[src/ioCmdPkg.sv]
// ioCmd package: widths, queue depths and opcode decode types for the IO port command controller
package ioCmdPkg;

    // io port word and core data widths
    localparam int portWidth = 32;
    localparam int dataWidth = 16;
    localparam int laneCount = portWidth / 8;

    // core register index width
    localparam int regWidth = 4;

    // outgoing command queue sizing
    localparam int storeDepth  = 8;
    localparam int storePtrW   = $clog2(storeDepth);
    localparam int storeCountW = $clog2(storeDepth + 1);

    // register response queue sizing
    localparam int respDepth  = 4;
    localparam int respPtrW   = $clog2(respDepth);
    localparam int respCountW = $clog2(respDepth + 1);

    // opcode bits 3..2
    typedef enum logic [1:0] {
        classLoad   = 2'b00,
        classStore  = 2'b01,
        classAtomic = 2'b10,
        classStatus = 2'b11
    } cmdClassE;

    // opcode bits 1..0, encoding 11 folds into a word access
    typedef enum logic [1:0] {
        sizeByte = 2'b00,
        sizeHalf = 2'b01,
        sizeWord = 2'b10
    } accessSizeE;

    function automatic cmdClassE opClass(input logic [3:0] opcode);
        return cmdClassE'(opcode[3:2]);
    endfunction

    function automatic accessSizeE opSize(input logic [3:0] opcode);
        accessSizeE size;
        case (opcode[1:0])
            2'b00:   size = sizeByte;
            2'b01:   size = sizeHalf;
            default: size = sizeWord;
        endcase
        return size;
    endfunction

endpackage

[src/ioCmdCtrl.sv]
// ioCmdCtrl: command decode, writeback port arbitration and the sticky overflow flag
`timescale 1ns/1ps

module ioCmdCtrl import ioCmdPkg::*; (
    input  logic                   sys_clk,
    input  logic                   arstN,
    input  logic                   cmdStrobe,
    input  logic [3:0]             cmdOpcode,
    input  logic [regWidth-1:0]    cmdDestReg,
    input  logic [dataWidth-1:0]   loadData,
    input  logic                   storeFull,
    input  logic [storeCountW-1:0] storeCount,
    input  logic                   respValid,
    input  logic [regWidth-1:0]    respDestReg,
    input  logic [dataWidth-1:0]   respData,
    input  logic                   respDropped,
    output logic                   storePush,
    output logic                   respPop,
    output logic                   wbStrobe,
    output logic [regWidth-1:0]    wbDestReg,
    output logic [dataWidth-1:0]   wbData,
    output logic                   overflow
);

    cmdClassE             cmdClass;
    logic                 isQueued;
    logic                 isStatus;
    logic                 loadWb;
    logic                 storeDrop;
    logic [regWidth-1:0]  nextDest;
    logic [dataWidth-1:0] nextData;

    assign cmdClass = opClass(cmdOpcode);

    // stores and atomics head for the outgoing queue
    assign isQueued = cmdStrobe && (cmdClass == classStore || cmdClass == classAtomic);
    assign isStatus = cmdStrobe && (cmdClass == classStatus);

    // loads and status loads both claim the writeback slot
    assign loadWb = isStatus || (cmdStrobe && cmdClass == classLoad);

    // nothing stalls the core, so a store into a full queue is lost
    assign storePush = isQueued && !storeFull;
    assign storeDrop = isQueued && storeFull;

    // register responses only get the slot when no load wants it
    assign respPop = respValid && !loadWb;

    // pick the source of the next writeback
    always_comb begin
        if (loadWb) begin
            nextDest = cmdDestReg;
            if (isStatus) begin
                // status load reports the outgoing queue fill level
                nextData = {{(dataWidth - storeCountW){1'b0}}, storeCount};
            end else begin
                nextData = loadData;
            end
        end else begin
            nextDest = respDestReg;
            nextData = respData;
        end
    end

    // writeback strobe and overflow flag
    always_ff @(posedge sys_clk or negedge arstN) begin
        if (!arstN) begin
            wbStrobe <= 1'b0;
            overflow <= 1'b0;
        end else begin
            wbStrobe <= loadWb || respPop;
            // sticky until reset
            if (storeDrop || respDropped) begin
                overflow <= 1'b1;
            end
        end
    end

    // writeback payload, only meaningful alongside wbStrobe
    always_ff @(posedge sys_clk) begin
        if (loadWb || respPop) begin
            wbDestReg <= nextDest;
            wbData    <= nextData;
        end
    end

endmodule

[src/ioLoadBuffer.sv]
// ioLoadBuffer: holds the last device data response and aligns it for core loads
`timescale 1ns/1ps

module ioLoadBuffer import ioCmdPkg::*; (
    input  logic                 sys_clk,
    input  logic                 arstN,
    input  logic                 ioInStrobe,
    input  logic                 ioInRegFlag,
    input  logic [portWidth-1:0] ioInData,
    input  logic [3:0]           cmdOpcode,
    input  logic [dataWidth-1:0] cmdAddr,
    output logic [dataWidth-1:0] loadData
);

    logic [portWidth-1:0] loadBuf;
    logic [portWidth-1:0] shifted;

    // only data responses touch the buffer, register responses go elsewhere
    always_ff @(posedge sys_clk or negedge arstN) begin
        if (!arstN) begin
            loadBuf <= '0;
        end else if (ioInStrobe && !ioInRegFlag) begin
            loadBuf <= ioInData;
        end
    end

    // bring the addressed byte down to lane 0
    assign shifted = loadBuf >> {cmdAddr[1:0], 3'b000};

    // read side is purely combinational
    always_comb begin
        case (opSize(cmdOpcode))
            sizeByte: begin
                loadData = {{(dataWidth - 8){1'b0}}, shifted[7:0]};
            end
            sizeHalf: begin
                loadData = cmdAddr[1] ? loadBuf[portWidth-1:dataWidth] : loadBuf[dataWidth-1:0];
            end
            default: begin
                // word loads keep the low half
                loadData = loadBuf[dataWidth-1:0];
            end
        endcase
    end

endmodule

[src/ioPortTop.sv]
// ioPortTop: IO port command controller built from the control block and three datapath blocks
`timescale 1ns/1ps

module ioPortTop import ioCmdPkg::*; (
    input  logic                 sys_clk,
    input  logic                 arstN,
    // core command side
    input  logic                 cmdStrobe,
    input  logic [3:0]           cmdOpcode,
    input  logic [dataWidth-1:0] cmdAddr,
    input  logic [dataWidth-1:0] cmdData,
    input  logic [regWidth-1:0]  cmdDestReg,
    // core writeback side
    output logic                 wbStrobe,
    output logic [regWidth-1:0]  wbDestReg,
    output logic [dataWidth-1:0] wbData,
    output logic                 overflow,
    // device responses
    input  logic                 ioOutCredit,
    input  logic                 ioInStrobe,
    input  logic                 ioInRegFlag,
    input  logic [regWidth-1:0]  ioInDestReg,
    input  logic [portWidth-1:0] ioInData,
    // device commands
    output logic                 ioOutStrobe,
    output logic                 ioOutAtomic,
    output logic [regWidth-1:0]  ioOutDestReg,
    output logic [laneCount-1:0] ioOutByteEn,
    output logic [portWidth-1:0] ioOutData
);

    logic                   storePush;
    logic                   storeFull;
    logic [storeCountW-1:0] storeCount;
    logic [dataWidth-1:0]   loadData;
    logic                   respPop;
    logic                   respValid;
    logic [regWidth-1:0]    respDestReg;
    logic [dataWidth-1:0]   respData;
    logic                   respDropped;

    ioCmdCtrl cmdCtrlInst (
        .sys_clk    (sys_clk),
        .arstN      (arstN),
        .cmdStrobe  (cmdStrobe),
        .cmdOpcode  (cmdOpcode),
        .cmdDestReg (cmdDestReg),
        .loadData   (loadData),
        .storeFull  (storeFull),
        .storeCount (storeCount),
        .respValid  (respValid),
        .respDestReg(respDestReg),
        .respData   (respData),
        .respDropped(respDropped),
        .storePush  (storePush),
        .respPop    (respPop),
        .wbStrobe   (wbStrobe),
        .wbDestReg  (wbDestReg),
        .wbData     (wbData),
        .overflow   (overflow)
    );

    ioStoreQueue storeQueueInst (
        .sys_clk     (sys_clk),
        .arstN       (arstN),
        .storePush   (storePush),
        .cmdOpcode   (cmdOpcode),
        .cmdAddr     (cmdAddr),
        .cmdData     (cmdData),
        .cmdDestReg  (cmdDestReg),
        .ioOutCredit (ioOutCredit),
        .storeFull   (storeFull),
        .storeCount  (storeCount),
        .ioOutStrobe (ioOutStrobe),
        .ioOutAtomic (ioOutAtomic),
        .ioOutDestReg(ioOutDestReg),
        .ioOutByteEn (ioOutByteEn),
        .ioOutData   (ioOutData)
    );

    ioLoadBuffer loadBufferInst (
        .sys_clk    (sys_clk),
        .arstN      (arstN),
        .ioInStrobe (ioInStrobe),
        .ioInRegFlag(ioInRegFlag),
        .ioInData   (ioInData),
        .cmdOpcode  (cmdOpcode),
        .cmdAddr    (cmdAddr),
        .loadData   (loadData)
    );

    ioResponseQueue respQueueInst (
        .sys_clk    (sys_clk),
        .arstN      (arstN),
        .ioInStrobe (ioInStrobe),
        .ioInRegFlag(ioInRegFlag),
        .ioInDestReg(ioInDestReg),
        .ioInData   (ioInData),
        .respPop    (respPop),
        .respValid  (respValid),
        .respDestReg(respDestReg),
        .respData   (respData),
        .respDropped(respDropped)
    );

endmodule

[src/ioResponseQueue.sv]
// ioResponseQueue: buffers device register responses until the writeback port is free
`timescale 1ns/1ps

module ioResponseQueue import ioCmdPkg::*; (
    input  logic                 sys_clk,
    input  logic                 arstN,
    input  logic                 ioInStrobe,
    input  logic                 ioInRegFlag,
    input  logic [regWidth-1:0]  ioInDestReg,
    input  logic [portWidth-1:0] ioInData,
    input  logic                 respPop,
    output logic                 respValid,
    output logic [regWidth-1:0]  respDestReg,
    output logic [dataWidth-1:0] respData,
    output logic                 respDropped
);

    logic [respPtrW-1:0]   wrPtr;
    logic [respPtrW-1:0]   rdPtr;
    logic [respCountW-1:0] count;
    logic                  arrive;
    logic                  full;
    logic                  push;

    logic [regWidth-1:0]  memDest [respDepth];
    logic [dataWidth-1:0] memData [respDepth];

    assign arrive = ioInStrobe && ioInRegFlag;
    assign full   = (count == respCountW'(respDepth));

    // fullness is judged on arrival, a same-cycle pop does not make room
    assign push        = arrive && !full;
    assign respDropped = arrive && full;

    assign respValid   = (count != '0);
    assign respDestReg = memDest[rdPtr];
    assign respData    = memData[rdPtr];

    always_ff @(posedge sys_clk or negedge arstN) begin
        if (!arstN) begin
            wrPtr <= '0;
            rdPtr <= '0;
            count <= '0;
        end else begin
            if (push) begin
                wrPtr <= wrPtr + 1'b1;
            end
            if (respPop) begin
                rdPtr <= rdPtr + 1'b1;
            end
            if (push && !respPop) begin
                count <= count + 1'b1;
            end else if (respPop && !push) begin
                count <= count - 1'b1;
            end
        end
    end

    // register writeback only needs the low half of the port word
    always_ff @(posedge sys_clk) begin
        if (push) begin
            memDest[wrPtr] <= ioInDestReg;
            memData[wrPtr] <= ioInData[dataWidth-1:0];
        end
    end

endmodule

[src/ioStoreQueue.sv]
// ioStoreQueue: places store data in port lanes and queues commands until the device grants credits
`timescale 1ns/1ps

module ioStoreQueue import ioCmdPkg::*; (
    input  logic                   sys_clk,
    input  logic                   arstN,
    input  logic                   storePush,
    input  logic [3:0]             cmdOpcode,
    input  logic [dataWidth-1:0]   cmdAddr,
    input  logic [dataWidth-1:0]   cmdData,
    input  logic [regWidth-1:0]    cmdDestReg,
    input  logic                   ioOutCredit,
    output logic                   storeFull,
    output logic [storeCountW-1:0] storeCount,
    output logic                   ioOutStrobe,
    output logic                   ioOutAtomic,
    output logic [regWidth-1:0]    ioOutDestReg,
    output logic [laneCount-1:0]   ioOutByteEn,
    output logic [portWidth-1:0]   ioOutData
);

    logic [portWidth-1:0] laneData;
    logic [laneCount-1:0] laneEn;
    logic [storePtrW-1:0] wrPtr;
    logic [storePtrW-1:0] rdPtr;
    logic                 pop;

    // circular buffer storage
    logic                 memAtomic [storeDepth];
    logic [regWidth-1:0]  memDest   [storeDepth];
    logic [laneCount-1:0] memByteEn [storeDepth];
    logic [portWidth-1:0] memData   [storeDepth];

    // lane placement, unused lanes carry zero
    always_comb begin
        laneData = '0;
        laneEn   = '0;
        case (opSize(cmdOpcode))
            sizeByte: begin
                laneData = portWidth'(cmdData[7:0]) << {cmdAddr[1:0], 3'b000};
                laneEn   = laneCount'(1) << cmdAddr[1:0];
            end
            sizeHalf: begin
                // addr bit 1 picks upper or lower lane pair
                laneData = cmdAddr[1] ? {cmdData, {dataWidth{1'b0}}} : portWidth'(cmdData);
                laneEn   = cmdAddr[1] ? 4'b1100 : 4'b0011;
            end
            default: begin
                // core data is only half a port word
                laneData = portWidth'(cmdData);
                laneEn   = 4'b0011;
            end
        endcase
    end

    assign storeFull = (storeCount == storeCountW'(storeDepth));

    // a credit on an empty queue is simply lost
    assign pop = ioOutCredit && (storeCount != '0);

    always_ff @(posedge sys_clk or negedge arstN) begin
        if (!arstN) begin
            wrPtr       <= '0;
            rdPtr       <= '0;
            storeCount  <= '0;
            ioOutStrobe <= 1'b0;
        end else begin
            if (storePush) begin
                wrPtr <= wrPtr + 1'b1;
            end
            if (pop) begin
                rdPtr <= rdPtr + 1'b1;
            end
            // push and pop together leave the count alone
            if (storePush && !pop) begin
                storeCount <= storeCount + 1'b1;
            end else if (pop && !storePush) begin
                storeCount <= storeCount - 1'b1;
            end
            ioOutStrobe <= pop;
        end
    end

    always_ff @(posedge sys_clk) begin
        if (storePush) begin
            memAtomic[wrPtr] <= (opClass(cmdOpcode) == classAtomic);
            memDest[wrPtr]   <= cmdDestReg;
            memByteEn[wrPtr] <= laneEn;
            memData[wrPtr]   <= laneData;
        end
        // head entry moves to the device side registers
        if (pop) begin
            ioOutAtomic  <= memAtomic[rdPtr];
            ioOutDestReg <= memDest[rdPtr];
            ioOutByteEn  <= memByteEn[rdPtr];
            ioOutData    <= memData[rdPtr];
        end
    end

endmodule

[config.mk]
export PLATFORM = sky130hd
export DESIGN_NAME = ioPortTop
export DESIGN_NICKNAME = d
export VERILOG_FILES = /design/src/ioCmdPkg.sv /design/src/ioCmdCtrl.sv /design/src/ioLoadBuffer.sv /design/src/ioPortTop.sv /design/src/ioResponseQueue.sv /design/src/ioStoreQueue.sv
export SDC_FILE = /design/constraint.sdc
export NUM_CORES = 1
export LEC_CHECK = 0
export ABC_AREA = 0
export ABC_CLOCK_PERIOD_IN_PS = 6000
export BUFFER_PORTS_ARGS = -buffer_cell sky130_fd_sc_hd__buf_2
export CORE_ASPECT_RATIO = 2
export CORE_MARGIN = 8
export CORE_UTILIZATION = 60
export DETAILED_ROUTE_END_ITERATION = 10
export MAX_ROUTING_LAYER = met4
export PLACE_DENSITY = 0.79
export REMOVE_ABC_BUFFERS = 1
export SLEW_MARGIN = 20
export SYNTH_ARGS = -nofsm -noshare
export SYNTH_HDL_FRONTEND = slang
export SYNTH_SLANG_ARGS = --single-unit
[constraint.sdc]
create_clock -name sys_clk -period 6 [get_ports sys_clk]
set_clock_uncertainty 0.2 [all_clocks]
set_input_delay 0.9 -clock sys_clk [delete_from_list [all_inputs] [get_ports sys_clk]]
set_output_delay 0.9 -clock sys_clk [all_outputs]
set_load 0.02 [all_outputs]
==> metrics.txt <==
status finished clean; Max Clk Rate 0.3055 GHz; drt wl/cell 26.03 um; core area 33990 um^2; clock buffer depth 3; Critical Path RT 6020 ps; Design Power between 10000 and 15000 uW; TritonCTS clock tree yes; crit path kind in2reg; Total Routing Usage GR 21.34%; Area Growth Syn to Fin 11.98%; nets between 1000 and 1500; synthesized area 20480 um^2; layout cells sized above 1 31.56%; CP Buf/Inv Count 3; post-route ant nets 0; total I/O pin count 146; Crit path max-delay family simple AND/OR/NAND/NOR gates; Largest stage delay, worst path ~830 ps; worst-margin pin slew 1186 ps; Max Slew Vio Count 0; initial antenna violation count 1; largest net degree at the start of global routing 56; critical-path cell list buf_2 > inv_1 > ha_1 > nand2_1 > a21oi_2 > nand2b_1 > nor2_4 > buf_4; post-synthesis sequential area ratio 75.12%; Mapped Cells 983; most frequent cells in the layout edfxtp_1 (469), buf_2 (131), mux2_2 (78), mux4_2 (63), dfrtp_1 (48); slowest stage cell on the critical path nor2_4; clock sinks 521; leak pwr 0.007962 uW; Final HPWL DP 24780 um; number of max-cap violations 0; syn_area_per_cell about 21 um^2; commonest non-fill, non-tap cell in the layout edfxtp_1; Num CTS Buffers 43; Power Dens Cells 442.4 nW/um^2; relative slew slack approximately a fifth; Starting Density 60.25%; capturing element type of the critical path flip-flop; root buf cell clkbuf_16; clk slew on worst S/H paths 70 ps; Seq cells post-synth 521; Final Hold Violating Endpoints 0; Pre-Repair DR Iteration Count 5; Post-synth top flop edfxtp_1; fill count 2123; final period utilization 54.56%; post-CTS sizing 0; Max FO, Critical Path 24; yosys warns 0; Hold Buf Count CTS 0; Die ar. 40660 um^2; RD Place Congestion 0.8324; CTS H-tree lvls 2; first-pass GRT wire length between 60000 and 70000 um; Rows 96; Max VDD drop 0.3575 mV; min cycle time layout 3274 ps; clock latency on the worst-skew pair between 500 and 600 ps; worst min path class in2async; EDFF count, synth around 470; GR Overflow Total 0; final WL 41850 um; setup repair bufs after CTS 0; Setup violations, final 0; vias in the first global route 10664; via count between 9000 and 10000; asr flop ratio synth 9.981%; total negative slack 0 ps; CP Launch Type input pin; Die W 146.6 um; Synth cell types 47; residual DRC count 0; RSZ-0062 raised after global routing no; Via-to-Cell Ratio 6.207; Port-buffer cells around 130; Die Height 277.3 um; Data arrival, critical path 3300 ps; initial DRC count 910
[layer usage]
metal / vias up / wire length (um) / global-route usage (%)
li1: 4308 / - / -
met1: 5173 / 15720 / 25.19
met3: 82 / 2603 / 3.493
met5: - / 0 / -
met2: 418 / 22070 / 36.00
met4: 0 / 1453 / 8.685
[Yosys cell counts (2+ instances only)]
library cell	count	area share, %
clkbuf_1	15	0.27
buf_2	14	0.34
inv_2	2	0.037
a31oi_1	5	0.15
a21oi_1	11	0.27
xnor2_1	8	0.34
nor2_1	25	0.46
a22o_1	16	0.68
buf_4	2	0.073
nand2_1	47	0.86
a22oi_1	8	0.29
dfrtp_1	52	6.4
buf_12	4	0.39
mux4_2	63	6.9
buf_8	2	0.15
xor2_1	4	0.17
buf_6	2	0.11
o22ai_1	3	0.092
buf_1	5	0.092
o2111ai_1	4	0.17
o21ai_0	12	0.29
mux4_1	39	5.0
o21ai_1	3	0.073
nor3_1	8	0.20
edfxtp_1	469	69
nand2b_1	7	0.21
mux2_2	78	4.3
o31ai_1	4	0.15
a21o_1	2	0.073
and2_1	12	0.37
inv_1	11	0.20
nor2b_1	14	0.43
fa_1	2	0.20
ha_1	13	0.79
mux2i_1	5	0.24
[cell families (layout without fill, tap and decap cells)]
logic type	Yosys count	count (layout)	synth area share, %
AO/OA/AOI/OAI	73	73	2.456
XOR/XNOR	12	12	0.5132
adder cells (fa/ha/maj)	15	15	0.9897
buffers and inverters	58	241	1.711
flip-flops	521	521	75.12
multiplexers	185	185	16.46
other	0	1	0
AND/OR/NAND/NOR	119	119	2.749
[registers in the layout (all words and copies together) (netlist names), 3 cells and up]
register,flops
storeQueueInst.memDest,32
respQueueInst.memData,64
cmdCtrlInst.wbData,16
storeQueueInst.ioOutByteEn,4
storeQueueInst.memData,256
storeQueueInst.wrPtr,3
storeQueueInst.memAtomic,8
respQueueInst.memDest,16
storeQueueInst.ioOutData,32
loadBufferInst.loadBuf,32
storeQueueInst.storeCount,4
storeQueueInst.rdPtr,3
respQueueInst.count,3
storeQueueInst.ioOutDestReg,4
storeQueueInst.memByteEn,32
cmdCtrlInst.wbDestReg,4
[power by group]
part	leakage (uW)	total [uW]	switching, uW	internal (uW)
combinational	0.00237	2420	1220	1190
sequential	0.00495	5090	459	4630
clock	0.000643	2640	1210	1430
[worst reg2reg max path, delay by kind of cell, from the launching register on]
kind | cells | cell delay (ps)
AOI/OAI and AO/OA | 4 | 1200
adders and majority gates | 2 | 640
buffers and inverters | 1 | 150
DFF | 1 | 460
and+or+nand+nor | 1 | 410
[through the flow]
stage / hold WS (ps) / setup slack (ps) / area, um^2 / utilization, % / std cells
CTS: 285.2 / 2710 / 22930 / 67.45 / 1607
finish: 279.3 / 2726 / 22930 / 67.47 / 1608
floorplan: 275.0 / 867.0 / 20180 / - / 938
detailed placement: 294.1 / 2127 / 21610 / 63.58 / 1528
global placement: 290.3 / 2166 / 21610 / 63.58 / 1528
global route: 329.2 / 2563 / 22930 / 67.47 / 1608
[final cells by class]
class | count | area (um^2) | area share, %
multi-input cells | 404 | 4808 | 20.97
flip-flops and latches | 521 | 15390 | 67.11
clock inverters | 19 | 133.9 | 0.5837
diodes | 1 | 2.502 | 0.01091
inverters | 13 | 48.80 | 0.2128
well taps | 441 | 551.8 | 2.406
repair buffers | 149 | 815.8 | 3.557
clock buffers | 60 | 1181 | 5.150
[worst paths after layout]
| check | start | end | slack, ps | depth (start not counted) |
|---|---|---|---|---|
| max reg2reg | storeQueueInst.storeCount[1] | storeQueueInst.storeCount[3] | 2830 | 8 |
| max | cmdOpcode[2] | storeQueueInst.memData[2][2] | 2730 | 8 |
| min | arstN | loadBufferInst.loadBuf[6] | 280 | 2 |
| max in group asynchronous | arstN | storeQueueInst.rdPtr[0] | 4800 | 2 |
| min in group sys_clk | cmdCtrlInst.overflow | cmdCtrlInst.overflow | 310 | 2 |
| min reg2reg | cmdCtrlInst.overflow | cmdCtrlInst.overflow | 310 | 2 |
(Power assumes the default switching activity.)
